==> config.mk <==
export PLATFORM = sky130hd
export DESIGN_NAME = execute_stage_flat
export DESIGN_NICKNAME = d
export VERILOG_FILES = /design/src/source/cpu_types_pkg.sv /design/src/source/pipe_ctrl_pkg.sv /design/src/source/ex_mem_if.sv /design/src/source/execute_stage.sv /design/src/flat_wrapper.sv
export SDC_FILE = /design/constraint.sdc
export NUM_CORES = 1
export LEC_CHECK = 0
export ABC_AREA = 1
export BUFFER_PORTS_ARGS = -buffer_cell sky130_fd_sc_hd__clkbuf_2
export CAP_MARGIN = 10
export CELL_PAD_IN_SITES_DETAIL_PLACEMENT = 1
export CELL_PAD_IN_SITES_GLOBAL_PLACEMENT = 1
export CORE_MARGIN = 5
export CORE_UTILIZATION = 37
export DETAILED_ROUTE_END_ITERATION = 7
export GPL_ROUTABILITY_DRIVEN = 0
export PLACE_DENSITY = 0.87
export SYNTH_ARGS = -nofsm -noshare
export SYNTH_HDL_FRONTEND = slang
export SYNTH_SLANG_ARGS = --single-unit
export TNS_END_PERCENT = 1
==> constraint.sdc <==
create_clock -name vclk -period 8
set_clock_uncertainty 0.1 [all_clocks]
set_input_delay 1.6 -clock vclk [all_inputs]
set_output_delay 1.6 -clock vclk [all_outputs]
set_load 0.01 [all_outputs]
==> src/source/cpu_types_pkg.sv <==
package cpu_types_pkg;

   localparam int WORD_W  = 32;
   localparam int REG_W   = 5;
   localparam int IMM_W   = 16;
   localparam int JADDR_W = 26;
   localparam int ALUOP_W = 4;

   typedef logic [WORD_W-1:0]  word_t;    // Datapath word
   typedef logic [REG_W-1:0]   regbits_t; // Register file index
   typedef logic [IMM_W-1:0]   imm16_t;   // I-type immediate
   typedef logic [JADDR_W-1:0] jaddr_t;   // J-type target field
   typedef logic [ALUOP_W-1:0] aluop_t;

   localparam aluop_t ALU_ADD  = 4'd0;
   localparam aluop_t ALU_SUB  = 4'd1;
   localparam aluop_t ALU_AND  = 4'd2;
   localparam aluop_t ALU_OR   = 4'd3;
   localparam aluop_t ALU_XOR  = 4'd4;
   localparam aluop_t ALU_NOR  = 4'd5;
   localparam aluop_t ALU_SLT  = 4'd6;  // Signed compare
   localparam aluop_t ALU_SLTU = 4'd7;  // Unsigned compare
   localparam aluop_t ALU_SLL  = 4'd8;  // Shift by shamt
   localparam aluop_t ALU_SRL  = 4'd9;

endpackage

==> src/source/pipe_ctrl_pkg.sv <==
package pipe_ctrl_pkg;

   typedef logic [1:0] memtoreg_t;
   typedef logic [1:0] pcsel_t;

   localparam memtoreg_t WB_ALU   = 2'd0;
   localparam memtoreg_t WB_MEM   = 2'd1; // Loaded word
   localparam memtoreg_t WB_NPC   = 2'd2; // Link address
   localparam memtoreg_t WB_UPPER = 2'd3; // lui value

   localparam pcsel_t PC_SEQ    = 2'd0;
   localparam pcsel_t PC_BRANCH = 2'd1;
   localparam pcsel_t PC_JUMP   = 2'd2;
   localparam pcsel_t PC_JR     = 2'd3;

   localparam int DMEM_WORDS   = 64;
   localparam int DMEM_AW      = 6;
   localparam int DMEM_WAIT    = 2;  // Wait cycles before dhit
   localparam int DMEM_WAIT_CW = $clog2(DMEM_WAIT + 1);

   typedef enum logic [1:0] {
      MS_IDLE,
      MS_WAIT,
      MS_HIT
   } mem_state_t;

endpackage
==> src/source/ex_mem_if.sv <==
`timescale 1ns/1ns

interface ex_mem_if
   import cpu_types_pkg::*;
   import pipe_ctrl_pkg::*;
();

   memtoreg_t memtoreg;
   logic      regwrite;
   pcsel_t    pcselect;
   logic      branchSelect;
   logic      dmemREN;
   logic      dmemWEN;
   logic      halt;
   word_t     rdat1;
   word_t     rdat2;   // Store data
   word_t     npc;
   logic      zeroFlag;
   word_t     aluResult; // Also the memory byte address
   regbits_t  branchDest;
   word_t     upper16;
   word_t     signZero;
   jaddr_t    iMemLoad;

   modport producer (
      output memtoreg, regwrite, pcselect, branchSelect,
      output dmemREN, dmemWEN, halt,
      output rdat1, rdat2, npc, zeroFlag, aluResult,
      output branchDest, upper16, signZero, iMemLoad
   );

   modport consumer (
      input memtoreg, regwrite, pcselect, branchSelect,
      input dmemREN, dmemWEN, halt,
      input rdat1, rdat2, npc, zeroFlag, aluResult,
      input branchDest, upper16, signZero, iMemLoad
   );

endinterface

==> src/source/execute_stage.sv <==
`timescale 1ns/1ns

module execute_stage
   import cpu_types_pkg::*;
   import pipe_ctrl_pkg::*;
(
   input  aluop_t    alu_op,
   input  word_t     rdat1,
   input  word_t     rdat2,
   input  word_t     npc,
   input  imm16_t    imm16,
   input  logic [4:0] shamt,
   input  logic      sign_ext,
   input  logic      alu_src_imm,
   input  memtoreg_t memtoreg,
   input  logic      regwrite,
   input  logic      dmem_ren,
   input  logic      dmem_wen,
   input  logic      branch_select,
   input  logic      halt,
   input  pcsel_t    pcselect,
   input  regbits_t  dest,
   input  jaddr_t    jaddr,
   ex_mem_if.producer ex
);

   word_t imm_ext;
   word_t operand_b;
   word_t alu_out;
   logic  op_known;

   assign imm_ext   = sign_ext ? {{16{imm16[15]}}, imm16} : {16'h0000, imm16};
   assign operand_b = alu_src_imm ? imm_ext : rdat2;

   always_comb begin
      op_known = 1'b1;
      case (alu_op)
         ALU_ADD:  alu_out = rdat1 + operand_b;
         ALU_SUB:  alu_out = rdat1 - operand_b;
         ALU_AND:  alu_out = rdat1 & operand_b;
         ALU_OR:   alu_out = rdat1 | operand_b;
         ALU_XOR:  alu_out = rdat1 ^ operand_b;
         ALU_NOR:  alu_out = ~(rdat1 | operand_b);
         ALU_SLT:  alu_out = {31'b0, $signed(rdat1) < $signed(operand_b)};
         ALU_SLTU: alu_out = {31'b0, rdat1 < operand_b};
         ALU_SLL:  alu_out = operand_b << shamt; // Shifts act on rt
         ALU_SRL:  alu_out = operand_b >> shamt;
         default: begin
            alu_out  = '0;
            op_known = 1'b0;
         end
      endcase
   end

   always_comb begin
      assert final ($isunknown(alu_op) || op_known)
         else $error("execute_stage: undefined alu_op %0d", alu_op);
   end

   assign ex.aluResult    = alu_out;
   assign ex.zeroFlag     = (alu_out == '0);
   assign ex.signZero     = imm_ext;
   assign ex.upper16      = {imm16, 16'h0000};
   assign ex.rdat1        = rdat1;
   assign ex.rdat2        = rdat2;
   assign ex.npc          = npc;
   assign ex.memtoreg     = memtoreg;
   assign ex.regwrite     = regwrite;
   assign ex.pcselect     = pcselect;
   assign ex.branchSelect = branch_select;
   assign ex.dmemREN      = dmem_ren;
   assign ex.dmemWEN      = dmem_wen;
   assign ex.halt         = halt;
   assign ex.branchDest   = dest;
   assign ex.iMemLoad     = jaddr;

endmodule

==> src/flat_wrapper.sv <==
// flat-port wrapper written by rule: the top's interface ports become plain ports
module execute_stage_flat import cpu_types_pkg::*; import pipe_ctrl_pkg::*;
  (alu_op, rdat1, rdat2, npc, imm16, shamt, sign_ext, alu_src_imm, memtoreg, regwrite, dmem_ren, dmem_wen, branch_select, halt, pcselect, dest, jaddr, ex_memtoreg, ex_regwrite, ex_pcselect, ex_branchSelect, ex_dmemREN, ex_dmemWEN, ex_halt, ex_rdat1, ex_rdat2, ex_npc, ex_zeroFlag, ex_aluResult, ex_branchDest, ex_upper16, ex_signZero, ex_iMemLoad);
  ex_mem_if ex_i ();
  input  aluop_t alu_op;
  input  word_t rdat1;
  input  word_t rdat2;
  input  word_t npc;
  input  imm16_t imm16;
  input  logic [4:0] shamt;
  input  logic sign_ext;
  input  logic alu_src_imm;
  input  memtoreg_t memtoreg;
  input  logic regwrite;
  input  logic dmem_ren;
  input  logic dmem_wen;
  input  logic branch_select;
  input  logic halt;
  input  pcsel_t pcselect;
  input  regbits_t dest;
  input  jaddr_t jaddr;
  output wire logic [$bits(ex_i.memtoreg)-1:0] ex_memtoreg;
  output wire logic [$bits(ex_i.regwrite)-1:0] ex_regwrite;
  output wire logic [$bits(ex_i.pcselect)-1:0] ex_pcselect;
  output wire logic [$bits(ex_i.branchSelect)-1:0] ex_branchSelect;
  output wire logic [$bits(ex_i.dmemREN)-1:0] ex_dmemREN;
  output wire logic [$bits(ex_i.dmemWEN)-1:0] ex_dmemWEN;
  output wire logic [$bits(ex_i.halt)-1:0] ex_halt;
  output wire logic [$bits(ex_i.rdat1)-1:0] ex_rdat1;
  output wire logic [$bits(ex_i.rdat2)-1:0] ex_rdat2;
  output wire logic [$bits(ex_i.npc)-1:0] ex_npc;
  output wire logic [$bits(ex_i.zeroFlag)-1:0] ex_zeroFlag;
  output wire logic [$bits(ex_i.aluResult)-1:0] ex_aluResult;
  output wire logic [$bits(ex_i.branchDest)-1:0] ex_branchDest;
  output wire logic [$bits(ex_i.upper16)-1:0] ex_upper16;
  output wire logic [$bits(ex_i.signZero)-1:0] ex_signZero;
  output wire logic [$bits(ex_i.iMemLoad)-1:0] ex_iMemLoad;
  assign ex_memtoreg = ex_i.memtoreg;
  assign ex_regwrite = ex_i.regwrite;
  assign ex_pcselect = ex_i.pcselect;
  assign ex_branchSelect = ex_i.branchSelect;
  assign ex_dmemREN = ex_i.dmemREN;
  assign ex_dmemWEN = ex_i.dmemWEN;
  assign ex_halt = ex_i.halt;
  assign ex_rdat1 = ex_i.rdat1;
  assign ex_rdat2 = ex_i.rdat2;
  assign ex_npc = ex_i.npc;
  assign ex_zeroFlag = ex_i.zeroFlag;
  assign ex_aluResult = ex_i.aluResult;
  assign ex_branchDest = ex_i.branchDest;
  assign ex_upper16 = ex_i.upper16;
  assign ex_signZero = ex_i.signZero;
  assign ex_iMemLoad = ex_i.iMemLoad;
  execute_stage u_core (.alu_op(alu_op), .rdat1(rdat1), .rdat2(rdat2), .npc(npc), .imm16(imm16), .shamt(shamt), .sign_ext(sign_ext), .alu_src_imm(alu_src_imm), .memtoreg(memtoreg), .regwrite(regwrite), .dmem_ren(dmem_ren), .dmem_wen(dmem_wen), .branch_select(branch_select), .halt(halt), .pcselect(pcselect), .dest(dest), .jaddr(jaddr), .ex(ex_i));
endmodule
After elaboration in Yosys (flattened, before gate mapping):

Cells that the tools add are included.

* register bits after elaboration: 0
* output and inout port bits: 233

* add/subtract/negate cells: 2
* $lt $le $gt $ge: 2
* equality and inequality tests: 9
* shift operators: 2
* muxes and demuxes: 3
* bitwise gates (word level): 4
* reductions and logical operators: 2

Operators by type and width (number)
* $pmux W32 S10: 1
* $lt A32 B32 Y1: 2
* $mux W32: 2
* $add A32 B32 Y32: 1
* $and A32 B32 Y32: 1
* $logic_not A32 Y1: 1
* $not A32 Y32: 1
* $or A32 B32 Y32: 1
* $shl A32 B5 Y32: 1
* $shr A32 B5 Y32: 1
* $sub A32 B32 Y32: 1
* $xor A32 B32 Y32: 1
* $eq A4 B3 Y1 const B: 4
* $eq A4 B2 Y1 const B: 2
* $eq A4 B4 Y1 const B: 2
* $eq A4 B1 Y1 const B: 1
* $logic_not A4 Y1: 1

Logic depth before layout (Yosys ltp):

Gate-level depths: netlist (run 1).

* word-level depth: 6
* depth in mapped cells: 29
* gate-level depth less buffers: 26

Least setup slack after synthesis (run 1):

Ideal clock, no wire load.

* path kind: input -> output
* start: input port alu_src_imm
* end: output port ex_zeroFlag
* data arrival time: 4.070 ns
* required time: 6.300 ns
* slack: 2.230 ns
* stages: 24
* cells stage by stage: buf_6 inv_6 buf_6 nand2_1 nand2_2 ha_1 fa_1 nand2_1 nand3_1 nand2_1 inv_1 nand2_1 nand2_1 nand2_1 nand2_1 nand2_1 nand3_1 nand3_1 nand3_1 nor2_1 nand2_1 nor2_1 nand2_1 nor2_1

* word-level cells in the longest chain between the ends: 5
* elaborated cells between the ends (all ways): 13

Ends and longest elaborated chain
* start, declared: RTL line flat_wrapper.sv:12 `input logic alu_src_imm;`
* $mux W32 *: RTL line execute_stage.sv:33 `assign operand_b = alu_src_imm ? imm_ext : rdat2;`
* branches (longest 2 deep; another with $sub A32 B32 Y32)
* $pmux W32 S10 *: RTL line execute_stage.sv:37 `case (alu_op)`
* via ex_aluResult[24]: RTL line flat_wrapper.sv:33 `output wire logic [$bits(ex_i.aluResult)-1:0] ex_aluResult;`
* $logic_not A32 Y1 *: RTL line execute_stage.sv:61 `assign ex.zeroFlag = (alu_out == '0);`
* end, declared: RTL line flat_wrapper.sv:32 `output wire logic [$bits(ex_i.zeroFlag)-1:0] ex_zeroFlag;`

Mark *: on every way through the listed nets, which the timed path passes.

Final worst setup path (run 1):

* start: input port alu_src_imm
* end: output port ex_zeroFlag

* word-level cells in the longest chain between the ends: 5
* elaborated cells between the ends (all ways): 13

Ends and longest elaborated chain (RTL line)
* $mux W32 *: execute_stage.sv:33
* branches (longest 2 deep; another with $sub A32 B32 Y32)
* $pmux W32 S10 *: execute_stage.sv:37
* $logic_not A32 Y1 *: execute_stage.sv:61

Mark *: on every way between the ends.

==> flow_metrics.env, run 1 <==
export IMPL_p_leak_nw=7.19
export IMPL_port_buffers=236
export IMPL_muxShareOfSynthArea_pct=0
export IMPL_post_cts_repair_setup_buffers=0
export IMPL_drc_errors=0
export IMPL_ys_types=49
export IMPL_fillers=4848
export IMPL_fin_ws_ns=0.517
export IMPL_period_share_pct=93.5
export IMPL_seq_cell_count=0
export IMPL_fp_dieArea_um2=36500
export IMPL_syn_avg_cell_area_um2=5.05
export IMPL_layout_cells_non_filler=2814
export IMPL_diodes=0
export IMPL_fp_row_count=66
export IMPL_critPathRequiredTime_ns=6.30
export IMPL_grt_pass1_wl_mm=87.7
export IMPL_core_um2=32500
export IMPL_cts_hold_buf=0
export IMPL_seq_area_um2=0
export IMPL_crit_type="in -> out"
export IMPL_first_iter_violations=2021
export IMPL_syn_area_um2=12100
export IMPL_clock_buffers=0
export IMPL_post_route_util_pct=37.2
export IMPL_crit_path_end_kind="output port"
export IMPL_synth_xor_area_share_pct=0.144
export IMPL_drive_above_1_share_pct=13.6
export IMPL_dr_pass1_iters=6
export IMPL_fin_area_um2=12100
export IMPL_vias=16700
export IMPL_synth_compound_area_share_pct=9.87
export IMPL_cp_data_arrival_time_ns=5.78
export IMPL_grt_pass1_vias=16400
export IMPL_fmax_mhz=134
export IMPL_fin_hold_ws_ns=3.10
export IMPL_dp_slack_ns=0.609
export IMPL_rsz0062_at_grt="no"
export IMPL_powerDensity_nw_per_um2=83.1
export IMPL_die_w_um=191
export IMPL_routed_wl_mm=58.4
export IMPL_grt_max_degree=70
export IMPL_area_growth_pct=-0.454
export IMPL_ir_worst_vdd_v=0.0000384
export IMPL_cts_resized_gates=0
export IMPL_ioPinCount=396
export IMPL_start_util_pct=37.4
export IMPL_post_dp_hpwl_mm=48.9
export IMPL_yosysWarnings=0
export IMPL_viasPerCell=5.92
export IMPL_setup_viol=0
export IMPL_synth_adder_area_share_pct=10.6
export IMPL_synth_simple_area_share_pct=52.6
export IMPL_grt_overflow_total=0
export IMPL_path_max_fanout=21
export IMPL_wl_per_cell_um=20.8
export IMPL_startpoint_type="input port"
export IMPL_cap_violations=0
export IMPL_period_needed_ns=7.48
export IMPL_ant_nets=0
export IMPL_netlist_instances=2402
export IMPL_hp_class="in -> out"
export IMPL_finalPower_mw=1.00
export IMPL_ys_seq_area_share_pct=0
export IMPL_antenna_found_initial=0
export IMPL_die_y_um=191
export IMPL_synth_top_family_by_area="simple AND/OR/NAND/NOR gates"
export IMPL_hold_viol=0
export IMPL_worstMarginPinSlew_ns=1.14
export IMPL_grt_total_usage_pct=29.9
export IMPL_relSlewSlack_pct=23.7
export IMPL_maxSlewViolCount=0
export IMPL_place_area_um2=12100
export IMPL_outcome="completed"
export IMPL_nNetsFinal=2639
export IMPL_placed_cells=2814
export IMPL_setup_tns_ns=0
## cells in the mapped netlist (2+ instances only)
master	count	area [um2]
nand3_2	8	80.1
nand2_2	30	188
o22ai_1	22	138
o21ai_0	45	225
nor3_2	3	30.0
buf_4	203	1520
nand4_1	31	194
o21bai_1	9	67.6
ha_1	100	1250
a21boi_0	4	30.0
clkbuf_1	18	67.6
o211ai_1	4	30.0
nand3_1	469	2350
a21oi_1	79	395
o21ai_1	19	95.1
nor3_1	13	65.1
a211oi_1	6	45.0
nor2_2	7	43.8
buf_1	17	63.8
and3_1	2	12.5
and2_1	7	43.8
fa_1	2	40.0
buf_6	6	67.6
o221ai_1	2	17.5
buf_2	51	255
inv_1	319	1200
nor4_1	2	12.5
nand2_1	699	2620
or2_2	4	25.0
nand3b_1	4	30.0
xor2_1	2	17.5
inv_2	13	48.8
nor2_1	177	664
a221oi_1	10	87.6
## critical path: stages
cell and delay (ns):
clkbuf_2 0.29, nand2_2 0.52, nand2_2 0.29, ha_1 0.55, nor2_1 0.28, nand2_1 0.14
nor3_1 0.41, nand3_1 0.23, nand3_1 0.13, nand2_1 0.05, nand3_1 0.11, nand2_1 0.11
inv_1 0.08, nand3_1 0.16, nor2_1 0.27, nand2_1 0.08, nor2_1 0.09, nand2_1 0.06
nor2_1 0.13, clkbuf_2 0.16
## routing by layer
layer  share of wire [%]  track usage [%]  vias to the layer above
met2                  45             50.3                     1183
met1                  38             36.6                     7764
li1                    -                -                     7435
met4                 7.3             17.2                        0
met5                   0                0                        -
met3                 9.7             3.89                      273
## worst paths after layout
| check | startpoint | to | slack (ns) | cells past startpoint |
|---|---|---|---|---|
| min | jaddr[11] | ex_iMemLoad[11] | 3.10 | 0 |
| max | alu_src_imm | ex_zeroFlag | 0.52 | 20 |
## power breakdown
part | switching (mW) | internal, mW | leakage, nW | total, mW
logic | 0.720 | 0.284 | 7.19 | 1.00
clock network | 0 | 0 | 0 | 0
registers | 0 | 0 | 0 | 0
## area by class of cell
type | instances | area [um2] | share of cell area, %
Timing Repair Buffer | 251 | 1310 | 10.8
Tap cell | 442 | 553 | 4.58
Multi-Input combinational cell | 1786 | 8960 | 74.1
Inverter | 335 | 1260 | 10.5
## placed cells by master (no fill, tap or decap), drive strengths merged, types with 2 or more instances in the layout
cell type | Yosys | layout
a21oi | 79 | 79
clkinv | 2 | 2
nor2 | 184 | 184
a21boi | 4 | 4
a211oi | 6 | 6
nand3b | 5 | 5
ha | 100 | 100
nand3 | 477 | 477
nor3 | 16 | 16
a221oi | 10 | 10
conb | 1 | 16
and2 | 7 | 7
o211ai | 4 | 4
buf | 277 | 15
or2 | 5 | 5
nand4 | 31 | 31
nand2 | 729 | 729
o221ai | 2 | 2
inv | 333 | 333
o21ai | 64 | 64
xor2 | 2 | 2
clkbuf | 19 | 236
fa | 2 | 2
o21bai | 9 | 9
nor4 | 2 | 2
and3 | 2 | 2
o22ai | 22 | 22
## kinds of logic (layout without fill, tap and decap cells)
group	Yosys count	in the layout
AO/OA/AOI/OAI	208	208
other	1	16
adder cells (fa/ha/maj)	102	102
XOR/XNOR	2	2
buffers and inverters	631	586
AND/OR/NAND/NOR	1458	1458
No activity file was read; power rests on OpenSTA's default activity.
==> inputs of run 2 (changes only) <==
==> constraint.sdc (replaced) <==
create_clock -name vclk -period 8
set_clock_uncertainty 0.1 [all_clocks]
set_input_delay 1.6 -clock vclk [all_inputs]
set_output_delay 1.6 -clock vclk [all_outputs]
set_load 0.05 [all_outputs]
==> run 2 against run 1 <==
Effect of this change:
- critical path type unchanged
- combinational power increased by 17%
- die area unchanged
- cell area about the same
- power increased by 17%
- critical endpoint unchanged
- first-iteration DRC count increased by 9.3%
- global-route usage increased by 0.18 points
==> flow_metrics.env, run 2 (synthesis results as in run 1) <==
export IMPL_drc_errors=0
export IMPL_start_util_pct=37.4
export IMPL_grt_pass1_vias=16500
export IMPL_period_needed_ns=7.74
export IMPL_ioPinCount=396
export IMPL_crit_path_end_kind="output port"
export IMPL_hp_start="jaddr[11]"
export IMPL_fp_row_count=66
export IMPL_place_area_um2=12100
export IMPL_antenna_found_initial=0
export IMPL_relSlewSlack_pct=28.1
export IMPL_cp_cell_sequence="buf_2 > nand2_2 > buf_4 > nand2_1 > ha_1 > inv_1 > nand2_1 > nor2_1 > nand2_1 > nor2_1 > nand2_1 > nand3_1 > nand2_1 > nand3_1 > nand2_1 > inv_1 > nand3_1 > nor2_1 > nand2_1 > nor2_1 > nand2_1 > nor2_1 > clkbuf_2"
export IMPL_worstMarginPinSlew_ns=1.08
export IMPL_clock_buffers=0
export IMPL_timing_hold_worst_endpoint="ex_iMemLoad[11]"
export IMPL_layout_cells_non_filler=2815
export IMPL_grt_pass1_wl_mm=88.0
export IMPL_rsz0062_at_grt="no"
export IMPL_placed_cells=2815
export IMPL_switching_share_pct=75.7
export IMPL_internal_power_uw=284
export IMPL_die_y_um=191
export IMPL_critPathRequiredTime_ns=6.30
export IMPL_seq_cell_count=0
export IMPL_fillers=4858
export IMPL_multi_input_area_um2=8960
export IMPL_viasPerCell=5.91
export IMPL_routed_wl_mm=58.5
export IMPL_startpoint_type="input port"
export IMPL_pwr_share_clk_pct=0
export IMPL_core_um2=32500
export IMPL_cap_violations=0
export IMPL_port_buffers=236
export IMPL_cpMostUsedCell="nand2_1"
export IMPL_maxSlewViolCount=0
export IMPL_dr_pass1_iters=6
export IMPL_crit_type="in -> out"
export IMPL_post_dp_hpwl_mm=48.9
export IMPL_fin_area_um2=12100
export IMPL_seq_area_um2=0
export IMPL_hold_viol=0
export IMPL_hp_class="in -> out"
export IMPL_cp_data_arrival_time_ns=6.04
export IMPL_grt_max_degree=70
export IMPL_ant_nets=0
export IMPL_p_leak_nw=7.19
export IMPL_fmax_mhz=129
export IMPL_vias=16600
export IMPL_grt_total_usage_pct=30.1
export IMPL_setup_viol=0
export IMPL_die_w_um=191
export IMPL_fp_dieArea_um2=36500
export IMPL_powerDensity_nw_per_um2=97.0
export IMPL_area_growth_pct=-0.495
export IMPL_ir_worst_vdd_v=0.0000577
export IMPL_p_sw_uw=887
export IMPL_setup_tns_ns=0
export IMPL_drive_above_1_share_pct=13.6
export IMPL_finalPower_mw=1.17
export IMPL_diodes=0
export IMPL_final_cell_mix="699 x nand2_1, 469 x nand3_1, 319 x inv_1"
export IMPL_mostFrequentLayoutCell="nand2_1"
export IMPL_wl_per_cell_um=20.8
export IMPL_holdPathStages=0
export IMPL_seqPwrFrac_pct=0
export IMPL_slowest_delay_ns=0.40
export IMPL_nNetsFinal=2640
export IMPL_crit_path_top_delay_cell="ha_1"
export IMPL_first_iter_violations=2208
export IMPL_fin_hold_ws_ns=3.10
export IMPL_grt_overflow_total=0
export IMPL_outcome="completed"
export IMPL_period_share_pct=96.7
export IMPL_p_comb_share_pct=100.0
export IMPL_path_max_fanout=19
-- run 2: worst max path at each step --
stage	from	to	slack, ns	cells past startpoint
6_report	alu_src_imm	ex_zeroFlag	0.26	23
2_1_floorplan	alu_src_imm	ex_zeroFlag	1.33	24
4_1_cts	alu_src_imm	ex_zeroFlag	0.36	23
5_1_grt	alu_src_imm	ex_zeroFlag	0.004	23
3_3_place_gp	alu_src_imm	ex_zeroFlag	0.49	23
3_5_place_dp	alu_src_imm	ex_zeroFlag	0.37	23
-- run 2: per-layer routing --
layer	global-route usage (%)	vias up	part of all wire, %
met4	17.3	0	7.7
met5	0	-	0
met2	50.2	1086	45
met3	4.75	278	9.5
li1	-	7437	-
met1	36.6	7844	38
-- run 2: layout make-up --
cell class,count,area share (%)
inverter,335,10.5
timing repair buffer,252,10.8
multi-input combinational,1786,74.2
tap,442,4.58
-- run 2: power by group through the flow --
stage,clock (mW),combinational (mW),sequential (mW)
floorplan,0,0.943,0
global placement,0,1.09,0
detailed placement,0,1.13,0
CTS,0,1.14,0
global route,0,1.25,0
finish,0,1.17,0
-- run 2: what timing repair did --
item,in CTS,in global routing
buffers inserted,0,0
endpoints found under the setup margin,0,1
hold buffers,0,0
hold endpoints to repair,0,0
resized for setup,0,1
-- run 2: critical path, delay by kind of cell --
kind                     cells  cell delay (ns)
adder cells (fa/ha/maj)      1             0.40
AND/OR/NAND/NOR             17             2.80
buffers and inverters        5             1.22
-- run 2: per-stage QoR --
stage	util, %	setup WS [ns]
5_1_grt	37.2	0.00391
4_1_cts	37.2	0.355
6_report	37.2	0.263
2_1_floorplan	-	1.33
3_3_place_gp	37.2	0.490
3_5_place_dp	37.2	0.374
